==> src/gb_macros.svh <==
// address map, register addresses and fixed values
// shared by the system bus blocks and the testbench

`ifndef GB_MACROS_SVH
`define GB_MACROS_SVH

// ----------------------------------------
// memory regions
`define GB_WRAM_BASE     16'hC000    // 8k work ram
`define GB_HRAM_BASE     16'hFF80    // 127 bytes high ram

// ----------------------------------------
// io registers
`define GB_REG_JOYP      16'hFF00    // joypad select and matrix
`define GB_REG_SB        16'hFF01    // serial data, not stored
`define GB_REG_SC        16'hFF02    // serial control
`define GB_REG_IF        16'hFF0F    // interrupt flags
`define GB_REG_BOOT      16'hFF50    // boot rom disable
`define GB_REG_IE        16'hFFFF    // interrupt enables

// fixed values
`define GB_FAST_BOOT_VAL 8'h42       // ff50 reads this during fast boot
`define GB_SERIAL_DIV    512         // clocks per serial bit
`define GB_IRQ_VEC_BASE  8'h40       // vblank vector, +8 per source

`endif
==> src/gb_periph_pkg.sv <==
// interrupt and peripheral types: irq mask, joypad lines, serial state

`default_nettype none

package gb_periph_pkg;

	// one bit per interrupt source, bit 0 has highest priority
	typedef logic [4:0] gb_irq_t;

	localparam int IRQ_VBLANK = 0;
	localparam int IRQ_LCD    = 1;
	localparam int IRQ_TIMER  = 2;
	localparam int IRQ_SERIAL = 3;
	localparam int IRQ_JOYPAD = 4;

	// raw buttons, 1 = pressed
	// 3:0 directions, 7:4 buttons
	typedef logic [7:0] gb_joy_t;

	// serial transfer fsm
	typedef enum logic {
		SER_IDLE,
		SER_SHIFTING
	} gb_serial_e;

endpackage

`default_nettype wire

==> src/gb_bus_pkg.sv <==
// cpu bus types: address, data byte, read source select

`default_nettype none

package gb_bus_pkg;

	typedef logic [15:0] gb_addr_t;    // cpu address
	typedef logic [7:0]  gb_data_t;    // data byte

	// where the byte of a pending read comes from
	// latched by decode in the read cycle, used by the rdata mux one cycle later
	typedef enum logic [3:0] {
		RSRC_CART,      // cart rom / cart ram
		RSRC_BOOT,      // low page, boot rom or cart
		RSRC_WRAM,      // work ram
		RSRC_HRAM,      // high ram
		RSRC_JOYP,      // joypad register
		RSRC_SERIAL,    // serial control
		RSRC_IF,        // interrupt flags
		RSRC_IE,        // interrupt enables
		RSRC_FAST,      // ff50, fast boot flag
		RSRC_NONE       // unmapped, reads ff
	} gb_rsrc_e;

endpackage

`default_nettype wire

==> src/gb_joypad.sv <==
// joypad register: group select and button matrix read

`timescale 1ns/1ns
`default_nettype none

module gb_joypad import gb_bus_pkg::*, gb_periph_pkg::*; (
	input  wire logic     clk_cpu,
	input  wire logic     reset,
	input  wire gb_data_t wdata,
	input  wire logic     joy_we,
	input  wire gb_joy_t  joystick,
	output gb_data_t      joy_rdata,
	output logic [3:0]    joy_lines
);

	logic [1:0] p54;          // group select, 1 = deselected
	logic [3:0] dir_n, btn_n; // active low per group

	always_ff @(posedge clk_cpu) begin
		if (reset)
			p54 <= 2'b00;
		else if (joy_we)
			p54 <= wdata[5:4];
	end

	// directions on p14, buttons on p15
	assign dir_n = ~{joystick[2], joystick[3], joystick[1], joystick[0]} | {4{p54[0]}};
	assign btn_n = ~joystick[7:4] | {4{p54[1]}};

	assign joy_lines = dir_n & btn_n;    // either group pulls low
	assign joy_rdata = {2'b11, p54, joy_lines};

endmodule

`default_nettype wire

==> config.mk <==
export PLATFORM = sky130hd
export DESIGN_NAME = gb_joypad
export DESIGN_NICKNAME = d
export VERILOG_FILES = /design/src/gb_macros.svh /design/src/gb_periph_pkg.sv /design/src/gb_bus_pkg.sv /design/src/gb_joypad.sv
export SDC_FILE = /design/constraint.sdc
export NUM_CORES = 1
export LEC_CHECK = 0
export ABC_CLOCK_PERIOD_IN_PS = 1800
export BUFFER_PORTS_ARGS = -buffer_cell sky130_fd_sc_hd__buf_2
export CAP_MARGIN = 25
export CELL_PAD_IN_SITES_DETAIL_PLACEMENT = 1
export CELL_PAD_IN_SITES_GLOBAL_PLACEMENT = 2
export CORE_MARGIN = 4
export CORE_UTILIZATION = 10
export CTS_CLUSTER_SIZE = 10
export DETAILED_ROUTE_END_ITERATION = 10
export GPL_TIMING_DRIVEN = 0
export PLACE_DENSITY_LB_ADDON = 0.1
export SYNTH_ARGS = -nofsm -noshare
export SYNTH_HDL_FRONTEND = slang
export SYNTH_SLANG_ARGS = --single-unit
==> constraint.sdc <==
create_clock -name clk_cpu -period 1.8 [get_ports clk_cpu]
set_clock_uncertainty 0.1 [all_clocks]
set_input_delay 0.18 -clock clk_cpu [delete_from_list [all_inputs] [get_ports clk_cpu]]
set_output_delay 0.18 -clock clk_cpu [all_outputs]
set_load 0.02 [all_outputs]
==> metrics <==
DRT Pass-1 Iters=4; reg-to-reg endpoint=p54[0]$_SDFFE_PP0P_; # IOs=31; layout cell share with drive strength beyond 1=68.9%; wire per inst=10.5 µm; Die W=47.2 µm; RSZ-0062 raised after global routing=false; initial core utilization=11.3%; vias in the first global route=217; initial antenna violation count=0; die span in y=47.2 µm; Hold Crit Class=in2reg; Cell Area, Synth=154 µm²; net switching fraction of the power=30.8%; area of all placed cells without fillers=309 µm²; Clock Latency Late Sink=0.22 ns; critical path type=reg2out; setup violators final=0; Num CTS Buffers=3; Worst setup startpoint=p54[0]$_SDFFE_PP0P_; H-tree Lvls=1; DRC viols=0; commonest non-fill, non-tap cells in the layout=22 x buf_2, 6 x buf_4, 4 x a22oi_1; CP Capture Type=primary output; Syn Inst Count=19; IO Port Bufs=22; largest net degree at the start of global routing=5; R2R Path Start=p54[0]$_SDFFE_PP0P_; area leader, netlist=buf_4; Largest register FFs=2; CTS Buffer Depth=2; Internal=0.159 mW; CTS root buffer=clkbuf_4; Comb pwr share=37.0%; global-route wire length before repair=890 µm; GRT Overall Usage=6.21%; area share of the largest cell type after synthesis=29.3%; Max Clk Rate=0.694 GHz; Vias/cell=3.48; clock slew at reported path FFs=0.03 ns; HP Start=reset; clock power share=41.6%; # rows=13; Initial DRC Count=2; Placed Area=287 µm²; Max-cap violations=0; top post-synthesis cells by area=buf_4 29%, dfxtp_1 26%, a22oi_1 20%; area growth from synthesis to layout=101%; TritonCTS clock tree=yes; leak pwr=0.191 nW; Reg with most FFs=p54; Min-Delay Endpoint=p54[1]$_SDFFE_PP0P_; endpoints failing hold=0; Post-CTS Resized=0; pins over their slew limit=0; leading cell type in the layout, fill and taps excluded=buf_2; critical path fanouts, max=4; Routed WL=627 µm; Final Critical Period=1.44 ns; postcts setup bufs=0; Synth Register Bits=2; Layout Nets=66; clock sink count=2; GPL Wtd Cong=0.628; Routed Antenna Nets=0; yosys warns=0; Die Footprint=2230 µm²; via total after detailed routing=209; hold_buf cts=0; status=completed; WP data arrival=1.16 ns; fill count=180; R2R cell count=2; core area=1370 µm²; post-synth cell types=7; P_sw=0.0708 mW; Worst VDD drop=0.000306 V; FF-to-FF setup slack=1.10 ns; WP data required=1.52 ns; antenna cells=0; GRT overflow=0; post-route setup TNS=0 ns; Pwr Density=743 nW/µm²; sequential area share after synthesis=26.0%; Seq pwr share=21.4%; worst hold stages=2; Startpoint Class=flop; Avg Cell Area, Syn=8.10 µm²; Largest regs=p54: 2 flops; period utilization=80.1%
per-layer routing:
| metal | global-route usage (%) | vias to the layer above | wire, µm |
|---|---|---|---|
| met3 | 2.68 | 0 | 72 |
| met2 | 11.5 | 13 | 358 |
| met4 | 4.97 | 0 | 0 |
| li1 | - | 108 | - |
| met5 | 0 | - | 0 |
| met1 | 4.91 | 88 | 196 |
stage by stage:
stage | hold slack, ns | utilization (%) | std cells | power, mW | setup slack (ns)
2_1_floorplan | 0.152 | - | 20 | 0.103 | 0.279
3_5_place_dp | 0.257 | 21.0 | 57 | 0.137 | 0.557
4_1_cts | 0.0214 | 22.6 | 60 | 0.237 | 0.318
6_report | 0.0293 | 22.6 | 60 | 0.230 | 0.359
3_3_place_gp | 0.254 | 21.0 | 57 | 0.135 | 0.593
5_1_grt | 0.0269 | 22.6 | 60 | 0.250 | 0.219
worst max path at each step:
stage	to	slack [ns]	depth (start not counted)
CTS	joy_rdata[2]	0.32	4
finish	joy_rdata[2]	0.36	4
global placement	joy_rdata[0]	0.59	4
detailed placement	joy_rdata[2]	0.56	4
floorplan	joy_rdata[0]	0.28	3
global route	joy_rdata[2]	0.22	4
cell usage after synthesis:
cell type	number
buf_4	6
a22oi_1	4
dfxtp_1	2
inv_1	2
mux2i_1	2
nor2_1	2
conb_1	1
worst max-delay path, cell delays in order (launching register included):
cell	delay [ns]
dfxtp_1	0.34
inv_1	0.10
a22oi_1	0.22
buf_4	0.14
buf_2	0.15
cell type report:
class	count	area (µm²)	area share (%)
inverter	2	7.51	2.43
buffer	6	45.0	14.6
tap	15	18.8	6.07
timing repair buffer	22	110	35.6
multi-input combinational	10	65.1	21.1
sequential	2	40.0	13.0
clock buffer	3	22.5	7.29
power by group through the flow:
stage	registers, mW	clock network (mW)	logic [mW]
floorplan	0.0529	0	0.0500
global placement	0.0497	0	0.0855
detailed placement	0.0499	0	0.0867
CTS	0.0493	0.101	0.0869
global route	0.0496	0.107	0.0925
finish	0.0493	0.0956	0.0849
cells by family (layout without fill, tap and decap cells):
kind of cell / after synthesis / count (layout) / share of synthesized area, %
mux: 2 / 2 / 13.0
buf+inv: 8 / 33 / 34.1
compound gates: 4 / 4 / 19.5
flops: 2 / 2 / 26.0
simple gates: 2 / 2 / 4.88
other cells: 1 / 2 / 2.44
Note: power is estimated with default switching activity, not from simulation.
