===== config.mk =====
export PLATFORM = sky130hd
export DESIGN_NAME = gb_serial_stub
export DESIGN_NICKNAME = d
export VERILOG_FILES = /design/src/gb_periph_pkg.sv /design/src/gb_bus_pkg.sv /design/src/gb_serial_stub.sv
export VERILOG_INCLUDE_DIRS = /design/src
export SDC_FILE = /design/constraint.sdc
export NUM_CORES = 1
export LEC_CHECK = 0
export ABC_CLOCK_PERIOD_IN_PS = 2100
export BUFFER_PORTS_ARGS = -buffer_cell sky130_fd_sc_hd__buf_2
export CORE_UTILIZATION = 34
export DETAILED_ROUTE_END_ITERATION = 12
export SLEW_MARGIN = 0
export SYNTH_ARGS = -nofsm -noshare
export SYNTH_HDL_FRONTEND = slang
export SYNTH_SLANG_ARGS = --single-unit

===== constraint.sdc =====
create_clock -name clk_cpu -period 2.1 [get_ports clk_cpu]
set_input_delay 0.63 -clock clk_cpu [delete_from_list [all_inputs] [get_ports clk_cpu]]
set_output_delay 0.63 -clock clk_cpu [all_outputs]
set_load 0.1 [all_outputs]

===== src/gb_macros.svh =====
// address map, register addresses and fixed values
// shared by the system bus blocks and the testbench

`ifndef GB_MACROS_SVH
`define GB_MACROS_SVH

// ----------------------------------------
// memory regions
`define GB_WRAM_BASE     16'hC000    // 8k work ram
`define GB_HRAM_BASE     16'hFF80    // 127 bytes high ram

// ----------------------------------------
// io registers
`define GB_REG_JOYP      16'hFF00    // joypad select and matrix
`define GB_REG_SB        16'hFF01    // serial data, not stored
`define GB_REG_SC        16'hFF02    // serial control
`define GB_REG_IF        16'hFF0F    // interrupt flags
`define GB_REG_BOOT      16'hFF50    // boot rom disable
`define GB_REG_IE        16'hFFFF    // interrupt enables

// fixed values
`define GB_FAST_BOOT_VAL 8'h42       // ff50 reads this during fast boot
`define GB_SERIAL_DIV    512         // clocks per serial bit
`define GB_IRQ_VEC_BASE  8'h40       // vblank vector, +8 per source

`endif

===== src/gb_periph_pkg.sv =====
// interrupt and peripheral types: irq mask, joypad lines, serial state

`default_nettype none

package gb_periph_pkg;

	// one bit per interrupt source, bit 0 has highest priority
	typedef logic [4:0] gb_irq_t;

	localparam int IRQ_VBLANK = 0;
	localparam int IRQ_LCD    = 1;
	localparam int IRQ_TIMER  = 2;
	localparam int IRQ_SERIAL = 3;
	localparam int IRQ_JOYPAD = 4;

	// raw buttons, 1 = pressed
	// 3:0 directions, 7:4 buttons
	typedef logic [7:0] gb_joy_t;

	// serial transfer fsm
	typedef enum logic {
		SER_IDLE,
		SER_SHIFTING
	} gb_serial_e;

endpackage

`default_nettype wire


===== src/gb_bus_pkg.sv =====
// cpu bus types: address, data byte, read source select

`default_nettype none

package gb_bus_pkg;

	typedef logic [15:0] gb_addr_t;    // cpu address
	typedef logic [7:0]  gb_data_t;    // data byte

	// where the byte of a pending read comes from
	// latched by decode in the read cycle, used by the rdata mux one cycle later
	typedef enum logic [3:0] {
		RSRC_CART,      // cart rom / cart ram
		RSRC_BOOT,      // low page, boot rom or cart
		RSRC_WRAM,      // work ram
		RSRC_HRAM,      // high ram
		RSRC_JOYP,      // joypad register
		RSRC_SERIAL,    // serial control
		RSRC_IF,        // interrupt flags
		RSRC_IE,        // interrupt enables
		RSRC_FAST,      // ff50, fast boot flag
		RSRC_NONE       // unmapped, reads ff
	} gb_rsrc_e;

endpackage

`default_nettype wire


===== src/gb_serial_stub.sv =====
// serial port stub: SC register and fake transfer countdown

`timescale 1ns/1ns
`default_nettype none
`include "gb_macros.svh"

module gb_serial_stub import gb_bus_pkg::*, gb_periph_pkg::*; (
	input  wire logic     clk_cpu,
	input  wire logic     reset,
	input  wire gb_data_t wdata,
	input  wire logic     sc_we,
	output gb_data_t      serial_rdata,
	output logic          serial_irq
);

	localparam int DIV_W = $clog2(`GB_SERIAL_DIV);
	localparam logic [DIV_W-1:0] DIV_LAST = DIV_W'(`GB_SERIAL_DIV - 1);

	gb_serial_e       state;
	logic             sc_start;    // SC bit 7
	logic             sc_clk;      // SC bit 0, internal clock
	logic [DIV_W-1:0] div_cnt;     // clocks left in this bit
	logic [2:0]       bit_cnt;     // bits left after this one

	always_ff @(posedge clk_cpu) begin
		if (reset) begin
			state      <= SER_IDLE;
			sc_start   <= 1'b0;
			sc_clk     <= 1'b0;
			div_cnt    <= '0;
			bit_cnt    <= '0;
			serial_irq <= 1'b0;
		end else begin
			serial_irq <= 1'b0;
			if (sc_we) begin
				sc_start <= wdata[7];
				sc_clk   <= wdata[0];
				div_cnt  <= DIV_LAST;
				bit_cnt  <= 3'd7;
				// external clock never arrives, so only internal starts
				state    <= (wdata[7] && wdata[0]) ? SER_SHIFTING : SER_IDLE;
			end else begin
				case (state)
					SER_SHIFTING: begin
						if (div_cnt != '0) begin
							div_cnt <= div_cnt - 1'b1;
						end else if (bit_cnt != '0) begin
							bit_cnt <= bit_cnt - 1'b1;    // next bit
							div_cnt <= DIV_LAST;
						end else begin
							serial_irq <= 1'b1;    // byte done
							sc_start   <= 1'b0;
							state      <= SER_IDLE;
						end
					end
					default: ;    // idle, wait for SC write
				endcase
			end
		end
	end

	assign serial_rdata = {sc_start, 6'h3F, sc_clk};

endmodule

`default_nettype wire


==> metrics.cfg <==
[place]
io_buffers=7
place_area_sq_um=948.4
dp_cells=135
gp_congestion=0.7582
place_hpwl_mm=1.223

[floorplan]
core.rowCount=18
die-width_microns=53.65
die-height_microns=53.65
ios=20
core_area_sq_mm=0.002500
dieArea_sq_mm=0.002878
initial_core_util=0.3629

[route]
dr.first_iter.drc_count=5
totalWireLength_mm=1.734
wl_met3_microns=62
viasPerCell=5.293
avgRoutedWirePerCell_microns=12.39
m1WireLength_microns=823
drc=0
vias=741
detail-route-antenna-nets=0
drtPass1Iterations=3
routed-wl-met2_microns=829
top_layer_used=met4

[setup_path]
worstPathCellList=inv_1 -> ha_4 -> or3b_2 -> or4_1 -> or3_1 -> a31oi_1
crit_path_max_incr_delay_ns=0.44
endpoint_kind=register
reg2reg_to=div_cnt[6]
required_ns=2.31
arrival_ns=2.24
cp_max_fo=4
ff2ff_path_depth=6
path_class=reg2reg
ff2ff_setup_slack_ns=0.07
startpoint_type=register
reg2reg_from=div_cnt[1]
cpMaxStageDelayCell=or4_1

[yosys]
syn_area_sq_um=907.1
synthTopCellsByArea=dfxtp_1 35%, buf_4 6.6%, a21oi_1 4.4%
synth_top_family_by_area=simple AND/OR/NAND/NOR gates
synth.top_cell.area_share=0.3531
netlist_instances=101
ys_seq_elements=16
synthXorXnorAreaFrac=0.009655
synthAdderAreaFrac=0.04138
yosysSeqAreaShare=0.3531
ys_types=40
synth_mux_area_frac=0.02207
yosys.area_share.simple=0.2745
synth_compound_area_frac=0.1903
syn_avg_cell_area_sq_um=8.981
post-synth-top-area-cell=dfxtp_1
yosysWarnings=0

[min_path]
hp-class=reg2reg
hold_depth=2
whs_endpoint=div_cnt[8]
hold_start=div_cnt[8]

[timing]
drv_slew=0
fin_hold_ws_ns=0.4764
setup_tns_ns=0
setup-violations-final=0
clock_skew_ns=0.004550
rsz0062_at_grt=no
min_period_over_period=0.9670
fmax_mhz=492.4
finalCriticalPeriod_ns=2.031
hold_viol=0

[cts]
htreeDepth=1
clk_transition_reported_paths_ns=0.09
cts_num_sinks=16
numCtsBuffers=3
cts_tree=yes
cts_max_path_buffers=2
cts_root_buf=clkbuf_4
worst_skew_pair.late_latency_ns=0.28
ctsHoldBuffers=0

[finish]
drive_above_1_share=0.2273
nNetsFinal=126
area_delta_synth_final_pct=10.48
stdcell_count=140
final_area_sq_mm=0.001002
insertedDiodeCount=0

[grt]
grt_pass1_wl_mm=3.084
grt_overflow=0
grt_start_max_net_pins=17
antenna_found_initial=0
grt_usage=0.1507
grt_pass1_vias=724

[power_and_ir_drop]
p_leak_nw=0.3797
cellPowerDensity_mw_per_mm2=671.3
ir_worst_vdd_uv=410.2

[status]
status=completed

[run]
drv_cap=0

==> kinds of logic (layout without fill, tap and decap cells) <==
kind of cell    count (synthesis)  count (layout)
simple gates                   36              36
compound gates                 25              25
buf+inv                        17              21
flops                          16              16
fa+ha+maj                       3               3
mux                             2               2
other cells                     1               6
xor+xnor                        1               1
==> layer usage <==
layer | GRT usage | vias up
met3 | 0.05650 | 2
met5 | 0 | -
met1 | 0.1715 | 350
met4 | 0.06579 | 0
li1 | - | 376
met2 | 0.2500 | 13
==> synthesized netlist by cell type (all sizes together) <==
master   number
a211oi        1
a21oi         8
a311oi        2
a31oi         4
and3b         1
buf           9
clkbuf        2
conb          1
dfxtp        16
ha            3
inv           6
mux2i         2
nand2         4
nand2b        2
nand3         1
nand4bb       1
nor2          7
nor2b         1
nor3          3
nor3b         1
nor4          2
nor4b         1
o21a          1
o21ai         4
o2bb2ai       1
o31ai         2
o41ai         2
or2           1
or3           5
or3b          1
or4           3
or4b          2
xnor2         1
==> how the worst max path moves through the flow <==
| stage | startpoint | end | slack (ns) | cells past startpoint |
|---|---|---|---|---|
| 5_1_grt | div_cnt[5] | div_cnt[5] | 0.004 | 4 |
| 3_3_place_gp | div_cnt[0] | div_cnt[1] | 0.07 | 6 |
| 4_1_cts | div_cnt[0] | div_cnt[1] | 0.003 | 6 |
| 2_1_floorplan | div_cnt[0] | div_cnt[6] | 0.19 | 6 |
| 3_5_place_dp | div_cnt[0] | div_cnt[1] | 0.05 | 6 |
| 6_report | div_cnt[1] | div_cnt[6] | 0.07 | 6 |
==> flip-flops by register name, summed over array words and instances, names as in the netlist <==
signal and count:
sc_start 1, state 1, serial_irq 1, div_cnt 9, sc_clk 1, bit_cnt 3
==> layout make-up <==
class                      count  area, sq um
multi-input combinational     73        526.8
tap                           30        37.54
timing repair buffer          12        72.57
clock buffer                   3        22.52
inverter                       6        22.52
sequential                    16        320.3
fill                         256         1498
==> report_power, final <==
group	internal, mW	total [mW]	switching, mW
Sequential	0.324	0.343	0.0187
Combinational	0.0516	0.173	0.122
Clock	0.0665	0.157	0.0901
Total	0.442	0.673	0.231
==> metrics by stage <==
stage	utilization	setup WS [ns]	power, mW
finish	0.4009	0.06929	0.6727
detailed placement	0.3794	0.05080	0.5147
global placement	0.3794	0.06909	0.5121
floorplan	-	0.1889	0.4957
global route	0.4009	0.003612	0.7160
CTS	0.3884	0.003042	0.6723
==> critical path: cells and delay by family, from the launching register on <==
| kind | cells | cell delay (ns) |
|---|---|---|
| fa+ha+maj | 1 | 0.16 |
| simple gates | 3 | 1.20 |
| flops | 1 | 0.32 |
| buf+inv | 1 | 0.12 |
| compound gates | 1 | 0.15 |
==> cells in the final DEF (no fill, tap or decap), types with 2 or more instances in the layout <==
cell type	n
a21oi_1	8
a311oi_1	2
a31oi_1	4
buf_2	7
buf_4	5
clkbuf_4	3
conb_1	6
dfxtp_1	16
ha_1	2
inv_1	6
mux2i_1	2
nand2_1	4
nand2b_1	2
nor2_1	7
nor3_1	3
o21ai_0	4
o41ai_1	2
or3_1	3
or4_1	2
==> timing repair <==
action	in CTS	in global routing
setup buffers	0	2
setup endpoints to repair	0	7
hold endpoints to repair	0	0
gates resized for setup	0	3
No activity file was read; power rests on OpenSTA's default activity.
