`config.mk`:
```
export PLATFORM = sky130hd
export DESIGN_NAME = gb_addr_decode
export DESIGN_NICKNAME = d
export VERILOG_FILES = /design/src/gb_bus_pkg.sv /design/src/gb_addr_decode.sv
export VERILOG_INCLUDE_DIRS = /design/src
export SDC_FILE = /design/constraint.sdc
export NUM_CORES = 1
export LEC_CHECK = 0
export BUFFER_PORTS_ARGS = -buffer_cell sky130_fd_sc_hd__buf_2
export CAP_MARGIN = 20
export CORE_MARGIN = 8
export CORE_UTILIZATION = 25
export CTS_BUF_LIST = sky130_fd_sc_hd__clkbuf_4
export CTS_CLUSTER_SIZE = 14
export DETAILED_ROUTE_END_ITERATION = 12
export SLEW_MARGIN = 20
export SYNTH_ARGS = -nofsm -noshare
export SYNTH_HDL_FRONTEND = slang
export SYNTH_SLANG_ARGS = --single-unit
```
`constraint.sdc`:
```
create_clock -name clk_cpu -period 2.41 [get_ports clk_cpu]
set_input_delay 0.723 -clock clk_cpu [delete_from_list [all_inputs] [get_ports clk_cpu]]
set_output_delay 0.723 -clock clk_cpu [all_outputs]
set_load 0.1 [all_outputs]
```
`src/gb_macros.svh`:
```
// address map, register addresses and fixed values
// shared by the system bus blocks and the testbench

`ifndef GB_MACROS_SVH
`define GB_MACROS_SVH

// ----------------------------------------
// memory regions
`define GB_WRAM_BASE     16'hC000    // 8k work ram
`define GB_HRAM_BASE     16'hFF80    // 127 bytes high ram

// ----------------------------------------
// io registers
`define GB_REG_JOYP      16'hFF00    // joypad select and matrix
`define GB_REG_SB        16'hFF01    // serial data, not stored
`define GB_REG_SC        16'hFF02    // serial control
`define GB_REG_IF        16'hFF0F    // interrupt flags
`define GB_REG_BOOT      16'hFF50    // boot rom disable
`define GB_REG_IE        16'hFFFF    // interrupt enables

// fixed values
`define GB_FAST_BOOT_VAL 8'h42       // ff50 reads this during fast boot
`define GB_SERIAL_DIV    512         // clocks per serial bit
`define GB_IRQ_VEC_BASE  8'h40       // vblank vector, +8 per source

`endif
```
`src/gb_bus_pkg.sv`:
```
// cpu bus types: address, data byte, read source select

`default_nettype none

package gb_bus_pkg;

	typedef logic [15:0] gb_addr_t;    // cpu address
	typedef logic [7:0]  gb_data_t;    // data byte

	// where the byte of a pending read comes from
	// latched by decode in the read cycle, used by the rdata mux one cycle later
	typedef enum logic [3:0] {
		RSRC_CART,      // cart rom / cart ram
		RSRC_BOOT,      // low page, boot rom or cart
		RSRC_WRAM,      // work ram
		RSRC_HRAM,      // high ram
		RSRC_JOYP,      // joypad register
		RSRC_SERIAL,    // serial control
		RSRC_IF,        // interrupt flags
		RSRC_IE,        // interrupt enables
		RSRC_FAST,      // ff50, fast boot flag
		RSRC_NONE       // unmapped, reads ff
	} gb_rsrc_e;

endpackage

`default_nettype wire

```
`src/gb_addr_decode.sv`:
```
// cpu address decoder, write enables and registered read data mux

`timescale 1ns/1ns
`default_nettype none
`include "gb_macros.svh"

module gb_addr_decode import gb_bus_pkg::*; (
	input  wire logic     clk_cpu,
	input  wire logic     reset,
	input  wire gb_addr_t addr,
	input  wire logic     rd,
	input  wire logic     wr,
	input  wire gb_data_t joy_rdata,
	input  wire gb_data_t serial_rdata,
	input  wire gb_data_t irq_if_rdata,
	input  wire gb_data_t irq_ie_rdata,
	input  wire gb_data_t ram_rdata,
	input  wire gb_data_t rom_rdata,
	output gb_data_t      rdata,
	output logic          joy_we,
	output logic          sc_we,
	output logic          if_we,
	output logic          ie_we,
	output logic          wram_we,
	output logic          hram_we,
	output logic          boot_we,
	output logic          rom_sel
);

	localparam gb_addr_t WRAM_BASE = `GB_WRAM_BASE;
	localparam gb_addr_t HRAM_BASE = `GB_HRAM_BASE;

	logic     sel_rom, sel_low, sel_wram, sel_hram;
	logic     sel_joyp, sel_sc, sel_if, sel_ie, sel_boot;
	gb_rsrc_e rsrc;       // source of the current cycle
	gb_rsrc_e rsrc_q;     // source of last cycle's read

	// ----------------------------------------
	// address map
	assign sel_rom  = ~addr[15] | (addr[15:13] == 3'b101);    // rom 0000-7fff, cart ram a000
	assign sel_low  = (addr[15:8] == 8'h00);                  // boot rom window
	assign sel_wram = (addr[15:13] == WRAM_BASE[15:13]);      // c000-dfff
	assign sel_hram = (addr[15:7] == HRAM_BASE[15:7]) && (addr != `GB_REG_IE);
	assign sel_joyp = (addr == `GB_REG_JOYP);
	assign sel_sc   = (addr == `GB_REG_SC);
	assign sel_if   = (addr == `GB_REG_IF);
	assign sel_ie   = (addr == `GB_REG_IE);
	assign sel_boot = (addr == `GB_REG_BOOT);

	// write strobes, SB writes go nowhere
	assign joy_we  = wr & sel_joyp;
	assign sc_we   = wr & sel_sc;
	assign if_we   = wr & sel_if;
	assign ie_we   = wr & sel_ie;
	assign wram_we = wr & sel_wram;
	assign hram_we = wr & sel_hram;
	assign boot_we = wr & sel_boot;
	assign rom_sel = sel_rom;    // boot overlay turns this into cart strobes

	always_comb begin
		rsrc = RSRC_NONE;    // SB, audio, video, timer all land here
		if (sel_rom)
			rsrc = sel_low ? RSRC_BOOT : RSRC_CART;
		else if (sel_wram)
			rsrc = RSRC_WRAM;
		else if (sel_hram)
			rsrc = RSRC_HRAM;
		else if (sel_joyp)
			rsrc = RSRC_JOYP;
		else if (sel_sc)
			rsrc = RSRC_SERIAL;
		else if (sel_if)
			rsrc = RSRC_IF;
		else if (sel_ie)
			rsrc = RSRC_IE;
		else if (sel_boot)
			rsrc = RSRC_FAST;    // overlay decides between 42 and ff
	end

	// ----------------------------------------
	// read path, one cycle after rd
	always_ff @(posedge clk_cpu) begin
		if (reset)
			rsrc_q <= RSRC_NONE;
		else
			rsrc_q <= rd ? rsrc : RSRC_NONE;
	end

	always_comb begin
		case (rsrc_q)
			RSRC_CART, RSRC_BOOT, RSRC_FAST: rdata = rom_rdata;
			RSRC_WRAM, RSRC_HRAM:            rdata = ram_rdata;    // ram picks its own array
			RSRC_JOYP:                       rdata = joy_rdata;
			RSRC_SERIAL:                     rdata = serial_rdata;
			RSRC_IF:                         rdata = irq_if_rdata;
			RSRC_IE:                         rdata = irq_ie_rdata;
			default:                         rdata = 8'hFF;
		endcase
	end

endmodule

`default_nettype wire

```
==> impl_metrics.ini <==
[clocking]
clk_pin_slew_ns = 0.04
cts_tree = done
h-tree-depth = 1
cts_buffers = 3
clock_sink_count = 4
clk_root_buffer_cell = clkbuf_4
clk_path_buf_depth = 2
holdBufCountCts = 0

[power_and_ir_drop]
finalPower_uw = 460
power_density_mw_per_mm2 = 238
max-vdd-ir-drop_uv = 136
cellLeakagePower_nw = 0.897

[hold_path]
hold_depth = 3
hold_path.startpoint = reset
holdCritPathClass = in2reg

[yosys]
yosys.area.top_type = dfxtp_1
yosysMostFrequentCell = a21oi_1
synth_top_area_frac = 0.106
synth_ff_type = dfxtp_1
synth_nets = 179
synth_edf_count = 0
avgSynthCellArea_um2 = 6.79
syn_inst = 111
yosysSeqAreaShare = 0.106
yosys_warnings = 0
ys_top_cells_by_count = a21oi_1, inv_1
synth_seq_cells = 4
synthDistinctLibCells = 31
syn_area_um2 = 753
synth_area_leaders = dfxtp_1, mux2i_1, a21oi_1, a22oi_1, o211ai_1
async_flop_share = 0

[timing]
rsz0062_at_grt = true
fin_ws_ns = -0.294
report.final.slew_viol_count = 0
max_freq_mhz = 370
min_period_over_period = 1.12
finalSetupViolCount = 3
worst_slew_pin_slew_ns = 0.322
hold_viol_final = 0
period_minus_slack_ns = 2.70
maxSlewHeadroom = 0.783

[final_layout]
antennaDiodeCount = 0
seqCellArea_um2 = 88.8
reg_top3 = rsrc_q: 4 flops
nFillCells = 249
top_register = rsrc_q
multi_input_area_um2 = 752
nNetsFinal = 291
final_cells = 254
drive_gt1_frac = 0.643
area_growth_syn_to_layout_pct = 156
largest_reg_flops = 4

[worst_setup_path]
crit_fanout = 2
cp-end-kind = primary output
critical_path_class = in2out
cp_data_required_time_ns = 1.69
critical_path_arrival_ns = 1.98
crit_chain = buf_6 > or4_4 > nor4_2 > and3_4 > buf_12
critPathSlowestCell = or4_4
startpoint_type = primary input
crit_path_max_incr_delay_ns = 0.54
setup.worst_path.start = addr[0]

[drt]
wl_per_cell_um = 16.8
drtIter0Drc = 49
via_count = 1368
drt_wl_total_um = 4260
viasPerCell = 5.39
drc = 0
postRouteAntennaNets = 0
first_pass_iters = 4

[floorplanning]
start_util = 0.255
dieWidth_um = 70.9
coreArea_mm2 = 0.00295
die_area_mm2 = 0.00503
rows = 20
num_io_pins = 84
die_h_um = 70.9

[flow_run]
maxCapViolCount = 0

[grt]
grt_max_degree = 13
grt_use_total = 0.157
grt_pass1_vias = 1401
grt_pass1_wl_um = 6510
grt_antenna_before_repair = 0
grt-ovfl-total = 0

[placed_design]
io_buffers = 83
gp_congestion = 0.824
hpwlAfterDp_um = 3300
placed_cells = 241

[status]
status = finished with violations
violations = negative setup slack
## what timing repair did
action | CTS | global route
buffers inserted | 4 | 7
setup endpoints to repair | 13 | 14
resized for setup | 16 | 23
pin swaps | 7 | 11
## through the flow
step | instance area [um^2] | setup TNS (ns) | setup WS [ns] | util | hold WS, ns
after floorplan | 837 | -5.37 | -0.575 | - | 0.833
after global placement | 1650 | -0.437 | -0.291 | 0.560 | 0.952
after detailed placement | 1650 | -0.547 | -0.312 | 0.560 | 0.961
after CTS | 1780 | -0.384 | -0.297 | 0.603 | 0.710
after global routing | 1930 | -0.593 | -0.313 | 0.653 | 0.754
final | 1930 | -0.427 | -0.294 | 0.653 | 0.732
## cells by family (layout without fill, tap and decap cells)
kind of cell / Yosys count / after routing / share of synthesized area
flip-flops: 4 / 4 / 0.106
AND/OR/NAND/NOR: 40 / 40 / 0.332
AO/OA/AOI/OAI: 44 / 44 / 0.375
multiplexers: 8 / 8 / 0.106
buffers and inverters: 15 / 125 / 0.0797
## critical path: cells and delay by family
| kind | cells | cell delay [ns] |
|---|---|---|
| and+or+nand+nor | 3 | 0.99 |
| buffers and inverters | 2 | 0.26 |
## metal layers
metal	track usage	vias to the layer above	wire (um)
met2	0.253	94	2000
met5	0	-	0
met3	0.0636	13	554
met4	0.0624	0	104
li1	-	656	-
met1	0.181	605	1610
## cells in the final DEF, fill, tap and decap left out, types with 2 or more instances in the layout
master    count
inv_1         9
mux2i_1       8
nand2b_1      3
buf_6        14
a22oi_1       8
nand4_1       3
buf_4        27
buf_12       16
o21ai_1       3
clkbuf_4      3
nor2_4        6
nand3_4       2
nor3_4        2
nor4_1        3
a21oi_1      12
nand2_1       3
o22ai_1       7
nand3_1       2
dfxtp_4       2
buf_2        54
o211ai_1      8
o21ai_0       3
nor2_1        2
## power by group
| group | leakage (nW) | total (mW) | switching, mW | internal (mW) |
|---|---|---|---|---|
| Combinational | 0.849 | 0.299 | 0.158 | 0.141 |
| Clock | 0.0138 | 0.0881 | 0.0321 | 0.0560 |
| Sequential | 0.0341 | 0.0728 | 0.00539 | 0.0674 |
## path summary, 6_finish.rpt
check              endpoint
setup / recovery    boot_we
hold / removal    rsrc_q[3]
## cell type report
class,instances,area share
Inverter,9,0.0175
Tap cell,33,0.0214
Clock buffer,3,0.0117
Multi-Input combinational cell,92,0.390
Sequential cell,4,0.0460
Timing Repair Buffer,113,0.514
(Power assumes the default switching activity.)
