`src/gb_macros.svh`:
```
// address map, register addresses and fixed values
// shared by the system bus blocks and the testbench

`ifndef GB_MACROS_SVH
`define GB_MACROS_SVH

// ----------------------------------------
// memory regions
`define GB_WRAM_BASE     16'hC000    // 8k work ram
`define GB_HRAM_BASE     16'hFF80    // 127 bytes high ram

// ----------------------------------------
// io registers
`define GB_REG_JOYP      16'hFF00    // joypad select and matrix
`define GB_REG_SB        16'hFF01    // serial data, not stored
`define GB_REG_SC        16'hFF02    // serial control
`define GB_REG_IF        16'hFF0F    // interrupt flags
`define GB_REG_BOOT      16'hFF50    // boot rom disable
`define GB_REG_IE        16'hFFFF    // interrupt enables

// fixed values
`define GB_FAST_BOOT_VAL 8'h42       // ff50 reads this during fast boot
`define GB_SERIAL_DIV    512         // clocks per serial bit
`define GB_IRQ_VEC_BASE  8'h40       // vblank vector, +8 per source

`endif
```
`src/gb_periph_pkg.sv`:
```
// interrupt and peripheral types: irq mask, joypad lines, serial state

`default_nettype none

package gb_periph_pkg;

	// one bit per interrupt source, bit 0 has highest priority
	typedef logic [4:0] gb_irq_t;

	localparam int IRQ_VBLANK = 0;
	localparam int IRQ_LCD    = 1;
	localparam int IRQ_TIMER  = 2;
	localparam int IRQ_SERIAL = 3;
	localparam int IRQ_JOYPAD = 4;

	// raw buttons, 1 = pressed
	// 3:0 directions, 7:4 buttons
	typedef logic [7:0] gb_joy_t;

	// serial transfer fsm
	typedef enum logic {
		SER_IDLE,
		SER_SHIFTING
	} gb_serial_e;

endpackage

`default_nettype wire

```
`src/gb_bus_pkg.sv`:
```
// cpu bus types: address, data byte, read source select

`default_nettype none

package gb_bus_pkg;

	typedef logic [15:0] gb_addr_t;    // cpu address
	typedef logic [7:0]  gb_data_t;    // data byte

	// where the byte of a pending read comes from
	// latched by decode in the read cycle, used by the rdata mux one cycle later
	typedef enum logic [3:0] {
		RSRC_CART,      // cart rom / cart ram
		RSRC_BOOT,      // low page, boot rom or cart
		RSRC_WRAM,      // work ram
		RSRC_HRAM,      // high ram
		RSRC_JOYP,      // joypad register
		RSRC_SERIAL,    // serial control
		RSRC_IF,        // interrupt flags
		RSRC_IE,        // interrupt enables
		RSRC_FAST,      // ff50, fast boot flag
		RSRC_NONE       // unmapped, reads ff
	} gb_rsrc_e;

endpackage

`default_nettype wire

```
`src/gb_irq_ctrl.sv`:
```
// interrupt controller: flag/enable registers, edge detect,
// priority vector and acknowledge clearing

`timescale 1ns/1ns
`default_nettype none
`include "gb_macros.svh"

module gb_irq_ctrl import gb_bus_pkg::*, gb_periph_pkg::*; (
	input  wire logic       clk_cpu,
	input  wire logic       reset,
	input  wire gb_data_t   wdata,
	input  wire logic       if_we,
	input  wire logic       ie_we,
	input  wire logic       irq_ack,
	input  wire logic       vblank,      // level
	input  wire logic       lcd_irq,     // one-cycle pulse
	input  wire logic       timer_irq,   // one-cycle pulse
	input  wire logic       serial_irq,  // one-cycle pulse
	input  wire logic [3:0] joy_lines,   // active low
	output gb_data_t        if_rdata,
	output gb_data_t        ie_rdata,
	output logic            irq,
	output gb_data_t        irq_vector
);

	localparam gb_data_t IRQ_VEC_NONE = 8'h55;    // nothing pending

	gb_irq_t    if_r, ie_r;
	gb_irq_t    pend, if_set, ack_clr;
	logic       vblank_q, ack_q, ack_fall;
	logic [3:0] joy_q;

	// ----------------------------------------
	// event sources
	always_comb begin
		if_set             = '0;
		if_set[IRQ_VBLANK] = vblank & ~vblank_q;    // rising edge
		if_set[IRQ_LCD]    = lcd_irq;
		if_set[IRQ_TIMER]  = timer_irq;
		if_set[IRQ_SERIAL] = serial_irq;
		if_set[IRQ_JOYPAD] = |(joy_q & ~joy_lines);  // any line pulled low
	end

	assign pend     = if_r & ie_r;
	assign ack_fall = ack_q & ~irq_ack;    // ack cycle just ended
	assign irq      = |pend;

	// priority, bit 0 wins
	always_comb begin
		irq_vector = IRQ_VEC_NONE;
		ack_clr    = '0;
		for (int i = 4; i >= 0; i--) begin
			if (pend[i]) begin
				irq_vector = gb_data_t'(`GB_IRQ_VEC_BASE + 8 * i);
				ack_clr    = '0;
				ack_clr[i] = 1'b1;
			end
		end
	end

	// ----------------------------------------
	// registers
	always_ff @(posedge clk_cpu) begin
		if (reset) begin
			if_r     <= '0;
			ie_r     <= '0;
			vblank_q <= 1'b0;
			ack_q    <= 1'b0;
			joy_q    <= 4'hF;    // released, no false edge
		end else begin
			vblank_q <= vblank;
			ack_q    <= irq_ack;
			joy_q    <= joy_lines;
			// events set, ack clears, cpu write has last word
			if (if_we)
				if_r <= wdata[4:0];
			else
				if_r <= (if_r | if_set) & ~(ack_fall ? ack_clr : gb_irq_t'(0));
			if (ie_we)
				ie_r <= wdata[4:0];
		end
	end

	assign if_rdata = {3'b111, if_r};    // unused bits read 1
	assign ie_rdata = {3'b000, ie_r};

endmodule

`default_nettype wire

```
`config.mk`:
```
export PLATFORM = sky130hd
export DESIGN_NAME = gb_irq_ctrl
export DESIGN_NICKNAME = d
export VERILOG_FILES = /design/src/gb_periph_pkg.sv /design/src/gb_bus_pkg.sv /design/src/gb_irq_ctrl.sv
export VERILOG_INCLUDE_DIRS = /design/src
export SDC_FILE = /design/constraint.sdc
export NUM_CORES = 1
export LEC_CHECK = 0
export ABC_AREA = 0
export ABC_CLOCK_PERIOD_IN_PS = 950
export BUFFER_PORTS_ARGS = -buffer_cell sky130_fd_sc_hd__buf_2
export CAP_MARGIN = 0
export CELL_PAD_IN_SITES_DETAIL_PLACEMENT = 1
export CELL_PAD_IN_SITES_GLOBAL_PLACEMENT = 1
export CORE_UTILIZATION = 28
export CTS_BUF_LIST = sky130_fd_sc_hd__clkbuf_4
export CTS_CLUSTER_SIZE = 14
export DETAILED_ROUTE_END_ITERATION = 8
export PLACE_DENSITY_LB_ADDON = 0.3
export SYNTH_ARGS = -nofsm -noshare
export SYNTH_HDL_FRONTEND = slang
export SYNTH_SLANG_ARGS = --single-unit
```
`constraint.sdc`:
```
create_clock -name clk_cpu -period 0.95 [get_ports clk_cpu]
set_input_delay 0.095 -clock clk_cpu [delete_from_list [all_inputs] [get_ports clk_cpu]]
set_output_delay 0.095 -clock clk_cpu [all_outputs]
set_load 0.02 [all_outputs]
```
==> impl_metrics.yaml, run 1 <==
setup_path:
  r2r_slack_ps: -360
  crit_arrival_ps: 1300
  slowest_delay_ps: 330
  cpMaxStageDelayCell: "dfxtp_2"
  criticalPathCategory: "reg -> out"
  cp-start-kind: "flop"
  reg2reg_from: "if_r[0]"
  reg2reg_to: "if_r[3]"
  r2r_cells: 5
  cp_max_fo: 4
  required_ps: 850
  crit_chain: "a22oi_2 > buf_4 > nand3_4 > inv_4 > buf_6"
  end_kind: "output port"
placed_design:
  placed_cells: 156
  dpl.hpwl_um: 1610
  place_area_um2: 1060
  routabilityCongestion: 0.782
  io_buffers: 33
floorplan:
  initial_utilization_pct: 30.5
  die_x_um: 54.8
  die_height_um: 54.8
  coreArea_um2: 2570
  io-pin-count: 46
  num_rows: 18
  die-area_um2: 3010
synth:
  synth_seq_cells: 16
  synth_ff_type: "dfxtp_1"
  synth_area_um2: 782
  synth_enable_flop_cells: 0
  synth.avg_cell_area_um2: 9.20
  synthTopCellsByArea: "dfxtp_1, buf_4, mux2i_1"
  synth_top_area_share_pct: 41.0
  synthArstFlopShare_pct: 0
  syn_inst: 85
  synthTopCellsByCount: "dfxtp_1, buf_4, nand2_1, nor2_1, mux2i_1"
  synth_most_common_cell: "dfxtp_1"
  seq_area_frac_synth_pct: 41.0
  yosys.area.top_type: "dfxtp_1"
  yosys_warnings: 0
  synthDistinctLibCells: 26
global_route:
  grt_pass1_vias: 797
  grt_max_degree: 17
  grtUsageTotal_pct: 17.1
  antenna_found_initial: 0
  grt_pass1_wl_um: 3550
  grt-ovfl-total: 0
cts:
  htree_levels: 1
  clock_path_buffers: 2
  path_clk_slew_ps: 90
  cts.sinks: 16
  cts_buffers: 3
  cts_root_buffer: "clkbuf_4"
  cts_tree: "yes"
  insertion_delay_ps: 290
detailed_routing:
  drt_pass1_iterations: 3
  drt-total-wl_um: 2410
  vias: 783
  avgRoutedWirePerCell_um: 14.0
  drt_iter0_markers: 2
  drc: 0
  antenna_left: 0
  viasPerCell: 4.55
min_path:
  min_path_cells: 2
  hold_start: "joy_lines[3]"
  hold_path_end: "joy_q[3]"
  hold_class: "in -> reg"
cells_and_area:
  nets: 164
  drive_gt1_share_pct: 63.4
  stdcell_count: 172
  area_growth_pct: 76.2
  num_antenna_cells: 0
  fin_area_um2: 1380
timing:
  fin_crit_ps: 1400
  layout_setup_ws_ps: -446
  fin_hold_ws_ps: 11.0
  fin_crit_sh_pct: 147
  maxSlewViolCount: 0
  fmax_mhz: 716
  skew_ps: 2.52
  rsz0062_at_grt: "yes"
  hold_viol: 0
  setup_viol: 20
job:
  max_cap_viol_count: 0
pwr:
  vdd_drop_max_v: 0.000989
  pwr_density_cell_nw_per_um2: 1210
  p_leak_nw: 0.647
  power.total_mw: 1.67
status:
  violations: "negative setup slack"
  outcome: "complete, but fails checks"
[worst max-delay path: cells and delay by family (launching register included)]
| kind | cells | cell delay (ps) |
|---|---|---|
| buf+inv | 3 | 330 |
| flops | 1 | 330 |
| simple gates | 1 | 70 |
| compound gates | 1 | 260 |
[per-stage QoR]
stage / util [%] / setup WS [ps] / TNS (ps)
after floorplan: - / -181 / -947
after global placement: 41.4 / -123 / -843
after detailed placement: 41.4 / -212 / -1250
after CTS: 51.0 / -427 / -3880
after global routing: 53.7 / -542 / -5190
final: 53.7 / -446 / -4010
[worst max-delay path by stage]
stage                  from            end  slack, ps  cells past startpoint
CTS                 if_r[0]  irq_vector[2]       -430                      5
detailed placement  ie_r[0]        if_r[3]       -210                      4
floorplan           ie_r[0]        if_r[3]       -180                      4
global route        if_r[0]  irq_vector[0]       -540                      5
global placement    ie_r[0]        if_r[3]       -120                      4
finish              if_r[0]  irq_vector[2]       -450                      5
[routing by layer]
| metal | share of wire, % | GRT usage, % | wire [um] | vias up |
|---|---|---|---|---|
| met5 | 0 | 0 | 0 | - |
| met4 | 0 | 3.42 | 0 | 0 |
| met3 | 5.5 | 6.67 | 132 | 0 |
| met2 | 54 | 30.5 | 1290 | 29 |
| met1 | 41 | 19.0 | 987 | 372 |
| li1 | - | - | - | 382 |
[power by group]
part	total (mW)	leakage [nW]	internal, mW	switching (mW)
Clock	0.383	0.0154	0.153	0.230
Combinational	0.540	0.495	0.267	0.273
Sequential	0.751	0.136	0.718	0.0328
[logic make-up (layout without fill, tap and decap cells)]
logic type	Yosys count	after routing	synth area share (%)
AND/OR/NAND/NOR	29	29	18.7
AO/OA/AOI/OAI	15	15	19.2
other	2	9	0.960
multiplexers	5	5	6.40
buffers and inverters	18	68	13.8
flip-flops	16	16	41.0
[what timing repair did]
action | CTS | global route
hold buffers | 2 | 0
buffers inserted | 6 | 7
endpoints found under the setup margin | 21 | 21
resized for setup | 49 | 9
gates cloned | 0 | 0
endpoints found under the hold margin | 2 | 0
pin swaps | 9 | 2
[cells in the final DEF, fill, tap and decap left out, drive strengths merged]
cell | netlist | final
clkbuf | 0 | 3
nor3 | 1 | 1
nor2b | 4 | 4
o221ai | 3 | 3
o22ai | 2 | 2
conb | 2 | 9
nor2 | 6 | 6
a211oi | 1 | 1
nand3b | 1 | 1
nand2 | 6 | 6
a2111oi | 2 | 2
a22oi | 2 | 2
inv | 6 | 6
a21boi | 1 | 1
dlygate4sd3 | 0 | 2
buf | 12 | 56
dfxtp | 16 | 16
and2 | 1 | 1
or2 | 4 | 4
nand3 | 4 | 4
o21bai | 1 | 1
mux2i | 5 | 5
nand2b | 2 | 2
a21oi | 3 | 3
clkinv | 0 | 1
[final cells by class]
cell class	instances	area (um2)
clock inverter	1	3.75
tap	30	37.5
inverter	6	25.0
timing repair buffer	58	485
fill	308	1190
multi-input combinational	58	468
sequential	16	335
clock buffer	3	22.5
[flip-flops by register name, summed over array words and instances, names as in the netlist]
| register | flops |
|---|---|
| vblank_q | 1 |
| ie_r | 5 |
| if_r | 5 |
| ack_q | 1 |
| joy_q | 4 |
(Power assumes the default switching activity.)
==> inputs of run 2 (changes only) <==
--- a/config.mk
+++ b/config.mk
@@ -14,9 +14,11 @@
 export CELL_PAD_IN_SITES_GLOBAL_PLACEMENT = 1
 export CORE_UTILIZATION = 28
 export CTS_BUF_LIST = sky130_fd_sc_hd__clkbuf_4
+export CTS_CLUSTER_DIAMETER = 100
 export CTS_CLUSTER_SIZE = 14
 export DETAILED_ROUTE_END_ITERATION = 8
 export PLACE_DENSITY_LB_ADDON = 0.3
+export REMOVE_ABC_BUFFERS = 1
 export SYNTH_ARGS = -nofsm -noshare
 export SYNTH_HDL_FRONTEND = slang
 export SYNTH_SLANG_ARGS = --single-unit
==> run 2 against run 1 <==
Against the previous run: the flow still finishes with violations (negative setup slack); clock skew grew 3.7 ps; setup slack improved by 56 ps; clock power decreased by 3%; largest power group unchanged; core utilization fell by 2.9 points; critical endpoint is now irq_vector[4]; via count shrank 2.4%; routed wire length fell by 7.2%; die area stayed put; worst hold slack better by 1.1 ps; sequential cell count is the same.
==> impl_metrics.yaml, run 2 (synthesis results as in run 1) <==
setup_path:
  crit_arrival_ps: 1250
  cp-start-kind: "flop"
  criticalPathCategory: "reg -> out"
  reg2reg_from: "if_r[0]"
  r2r_slack_ps: -220
  reg2reg_to: "if_r[4]"
  slowest_delay_ps: 340
  critPathTopFamily: "flip-flops"
  end_kind: "output port"
  cp_max_fo: 3
  cpMaxStageDelayCell: "dfxtp_2"
  r2r_cells: 4
  critPathBufInv: 1
  crit_chain: "a22oi_2 > nand3_2 > and2_1 > buf_6"
  required_ps: 850
cells_and_area:
  num_antenna_cells: 0
  drive_gt1_share_pct: 59.1
  reg_top3: "ie_r x5, if_r x5, joy_q x4"
  stdcell_count: 167
  mostFrequentLayoutCells: "buf_2, buf_6, buf_4, conb_1"
  nets: 159
  fillers: 312
  fin_area_um2: 1300
  multiInputGateArea_um2: 445
  area_growth_pct: 66.6
  seqCellArea_um2: 343
job:
  max_cap_viol_count: 0
floorplan:
  die-area_um2: 3010
  die_x_um: 54.8
  num_rows: 18
  io-pin-count: 46
  coreArea_um2: 2570
  initial_utilization_pct: 30.5
  die_height_um: 54.8
min_path:
  hold_start: "joy_lines[1]"
  min_path_cells: 2
  hold_path_end: "joy_q[1]"
  hold_class: "in -> reg"
status:
  outcome: "complete, but fails checks"
  violations: "negative setup slack"
placed_design:
  placed_cells: 151
  place_area_um2: 986
  io_buffers: 33
  routabilityCongestion: 0.726
  dpl.hpwl_um: 1520
pwr:
  power.switching_mw: 0.508
  p_leak_nw: 0.608
  pwr-share-clk_pct: 23.0
  pwr-share-comb_pct: 30.5
  pwr_density_cell_nw_per_um2: 1240
  p_seq_share_pct: 46.6
  p_int_mw: 1.10
  vdd_drop_max_v: 0.000769
  swShare_pct: 31.5
global_route:
  grt_max_degree: 17
  antenna_found_initial: 0
  grt-busiest-layer: "met2"
  grt_pass1_vias: 792
  grt-ovfl-total: 0
  global_route.usage.met2_pct: 32.5
  grtUsageTotal_pct: 16.5
  grt_pass1_wl_um: 3430
  grtUsageMet3_pct: 5.56
  use_met1_pct: 16.6
cts:
  cts.sinks: 16
  cts_root_buffer: "clkbuf_4"
  cts_buffers: 3
  path_clk_slew_ps: 100
  clock_path_buffers: 2
  htree_levels: 1
  cts_tree: "yes"
  insertion_delay_ps: 290
detailed_routing:
  drt_pass1_iterations: 4
  avgRoutedWirePerCell_um: 13.4
  viasPerCell: 4.57
  drt-total-wl_um: 2240
  drt_iter0_markers: 2
  drc: 0
  vias: 764
  antenna_left: 0
timing:
  skew_ps: 6.20
  fin_crit_ps: 1340
  fmax_mhz: 746
  maxSlewViolCount: 0
  setup_viol: 19
  rsz0062_at_grt: "yes"
  layout_setup_ws_ps: -391
  fin_crit_sh_pct: 141
  hold_viol: 0
## run 2: cell count changes in the layout (fill, tap and decap cells not counted), moves of 2 or more
cell,before,now
buf_2,18,20
buf_4,14,11
buf_6,24,20
dfxtp_2,9,6
dfxtp_4,1,4
## run 2: through the flow
| stage | total power, mW | worst slack (ps) | hold WS (ps) | utilization, % | TNS, ps |
|---|---|---|---|---|---|
| 2_1_floorplan | 0.954 | -264 | 164 | - | -1380 |
| 3_3_place_gp | 1.11 | -122 | 293 | 38.4 | -561 |
| 3_5_place_dp | 1.12 | -171 | 295 | 38.4 | -786 |
| 4_1_cts | 1.60 | -395 | 3.91 | 47.6 | -3360 |
| 5_1_grt | 1.71 | -475 | 9.31 | 50.7 | -4450 |
| 6_report | 1.61 | -391 | 12.0 | 50.7 | -3340 |
## run 2: repair_timing
action	CTS	global route
endpoints found under the setup margin	21	21
endpoints found under the hold margin	2	0
buffers inserted	5	6
cloned	0	0
pin swaps	9	5
gates resized for setup	50	11
hold buffers	2	0
## run 2: cell type report
class	instances	share of cell area, %
clock buffer	3	1.73
clock inverter	1	0.288
inverter	6	1.73
multi-input combinational	58	34.2
sequential	16	26.3
tap	30	2.88
timing repair buffer	53	32.9
## run 2: worst reg2reg max path, stage by stage, from the launching register on
cell	delay [ps]
dfxtp_2	340
a22oi_2	230
nand3b_1	190
nor3_1	240
a2111oi_2	60
## run 2: layer usage
metal  wire length [um]  vias up
li1                   -      374
met1                857      359
met2               1240       29
met3                130        2
met4                  7        0
met5                  0        -
## run 2: power by group through the flow
stage,clock [mW],combinational [mW],sequential [mW]
2_1_floorplan,0,0.157,0.797
3_3_place_gp,0,0.354,0.758
3_5_place_dp,0,0.360,0.760
4_1_cts,0.393,0.454,0.755
5_1_grt,0.423,0.527,0.756
6_report,0.370,0.491,0.750
## run 2: worst max-delay path by stage
| stage | from | to | slack [ps] | depth (start not counted) |
|---|---|---|---|---|
| final | ie_r[2] | irq_vector[4] | -390 | 4 |
| after global routing | if_r[0] | irq_vector[2] | -480 | 4 |
| after CTS | ie_r[2] | irq_vector[5] | -390 | 4 |
| after detailed placement | if_r[0] | if_r[4] | -170 | 4 |
| after global placement | if_r[0] | if_r[4] | -120 | 4 |
| after floorplan | if_r[0] | irq_vector[0] | -260 | 3 |
==> inputs of run 3 (changes only) <==
--- a/config.mk
+++ b/config.mk
@@ -19,6 +19,7 @@
 export DETAILED_ROUTE_END_ITERATION = 8
 export PLACE_DENSITY_LB_ADDON = 0.3
 export REMOVE_ABC_BUFFERS = 1
+export SETUP_SLACK_MARGIN = 0.05
 export SYNTH_ARGS = -nofsm -noshare
 export SYNTH_HDL_FRONTEND = slang
 export SYNTH_SLANG_ARGS = --single-unit
==> run 3 against run 2 <==
Against the previous run: the flow still finishes with violations (negative setup slack); non-clock buffer count is 1 lower; highest routed layer unchanged; final cell count is 0.60% lower; count of clock-buffer cells in the layout stayed put; critical path depth stayed put; sequential cell count stayed put; worst hold slack hardly changed; via count is 0.26% lower; first-iteration DRC count is 50% higher; die area stayed put.
==> impl_metrics.yaml, run 3 (synthesis results as in run 1) <==
cts:
  cts_buffers: 3
  path_clk_slew_ps: 100
  cts_tree: "yes"
  cts.sinks: 16
  cts_root_buffer: "clkbuf_4"
  htree_levels: 1
  clock_path_buffers: 2
  insertion_delay_ps: 290
placed_design:
  dpl.hpwl_um: 1520
  io_buffers: 33
  routabilityCongestion: 0.726
  placed_cells: 151
cells_and_area:
  mostFrequentLayoutCells: "buf_6, buf_2, conb_1, buf_4"
  mostFrequentLayoutCell: "buf_6"
  drive_gt1_share_pct: 58.8
  reg_top3: "ie_r x5, if_r x5, joy_q x4"
  nets: 158
  num_antenna_cells: 0
  fillers: 313
  stdcell_count: 166
  utilization_pct: 50.7
  area_growth_pct: 66.6
pwr:
  pwr_density_cell_nw_per_um2: 1240
  power.total_mw: 1.61
  vdd_drop_max_v: 0.000770
  p_leak_nw: 0.605
timing:
  setup_tns_ps: -3340
  fmax_mhz: 746
  hold_viol: 0
  fin_crit_ps: 1340
  maxSlewViolCount: 0
  layout_setup_ws_ps: -391
  fin_hold_ws_ps: 11.9
  skew_ps: 6.18
  rsz0062_at_grt: "yes"
  fin_crit_sh_pct: 141
  setup_viol: 19
status:
  violations: "negative setup slack"
  outcome: "complete, but fails checks"
job:
  max_cap_viol_count: 0
detailed_routing:
  drt_iter0_markers: 3
  drt-total-wl_um: 2250
  drc: 0
  vias: 762
  avgRoutedWirePerCell_um: 13.5
  drt_pass1_iterations: 4
  antenna_left: 0
  viasPerCell: 4.59
setup_path:
  crit_path_end: "irq_vector[4]"
  required_ps: 850
  criticalPathCategory: "reg -> out"
  crit_arrival_ps: 1250
  reg2reg_to: "if_r[4]"
  crit_start: "ie_r[2]"
  end_kind: "output port"
  r2r_slack_ps: -220
  cp_max_fo: 3
  cp-start-kind: "flop"
  reg2reg_from: "if_r[0]"
  r2r_cells: 4
floorplan:
  die_x_um: 54.8
  io-pin-count: 46
  initial_utilization_pct: 30.5
  coreArea_um2: 2570
  die-area_um2: 3010
  num_rows: 18
  die_height_um: 54.8
global_route:
  grt-ovfl-total: 0
  grt_pass1_vias: 795
  antenna_found_initial: 0
  grtUsageTotal_pct: 16.6
  grt_max_degree: 17
  grt_pass1_wl_um: 3440
min_path:
  hold_class: "in -> reg"
[run 3: worst min-delay path by stage]
stage / startpoint / end / slack (ps) / cells after the start
after floorplan: reset / if_r[1] / 160 / 1
after global placement: joy_lines[0] / joy_q[0] / 290 / 2
after detailed placement: joy_lines[2] / joy_q[2] / 300 / 2
after CTS: joy_lines[1] / joy_q[1] / 4 / 2
after global routing: joy_lines[1] / joy_q[1] / 9 / 2
final: joy_lines[1] / joy_q[1] / 10 / 2
[run 3: metal layers]
metal  track usage, %  up-vias  routed length, um
met4             2.56        0                  7
met2             32.7       29               1250
li1                 -      372                  -
met1             16.6      359                858
met5                0        -                  0
met3             5.56        2                129
[run 3: what timing repair did]
item	in CTS	in global routing
pin swaps	9	5
gates resized for setup	53	10
hold buffers	2	0
buffers inserted	5	5
hold endpoints to repair	2	0
endpoints found under the setup margin	21	22
[run 3: per-stage QoR]
stage,setup WS (ps),instance area [um2]
6_report,-391,1300
5_1_grt,-475,1300
4_1_cts,-395,1230
3_5_place_dp,-171,986
3_3_place_gp,-122,986
2_1_floorplan,-264,723
[run 3: cell type report]
| type | instances | area (um2) | share of cell area (%) |
|---|---|---|---|
| clock buffers | 3 | 22.5 | 1.73 |
| inverters | 6 | 22.5 | 1.73 |
| well taps | 30 | 37.5 | 2.88 |
| flip-flops and latches | 16 | 343 | 26.3 |
| repair buffers | 52 | 428 | 32.9 |
| multi-input cells | 58 | 445 | 34.2 |
| clock inverters | 1 | 3.75 | 0.288 |
[run 3: worst max-delay path: stages, from the launching register on]
cell and delay (ps):
dfxtp_2 340, a22oi_2 220, nand3_2 110, and2_1 160
buf_6 130
[run 3: where the power goes]
group | internal (mW) | switching, mW | total [mW]
combinational | 0.237 | 0.254 | 0.491
clock | 0.152 | 0.218 | 0.370
sequential | 0.714 | 0.0372 | 0.751
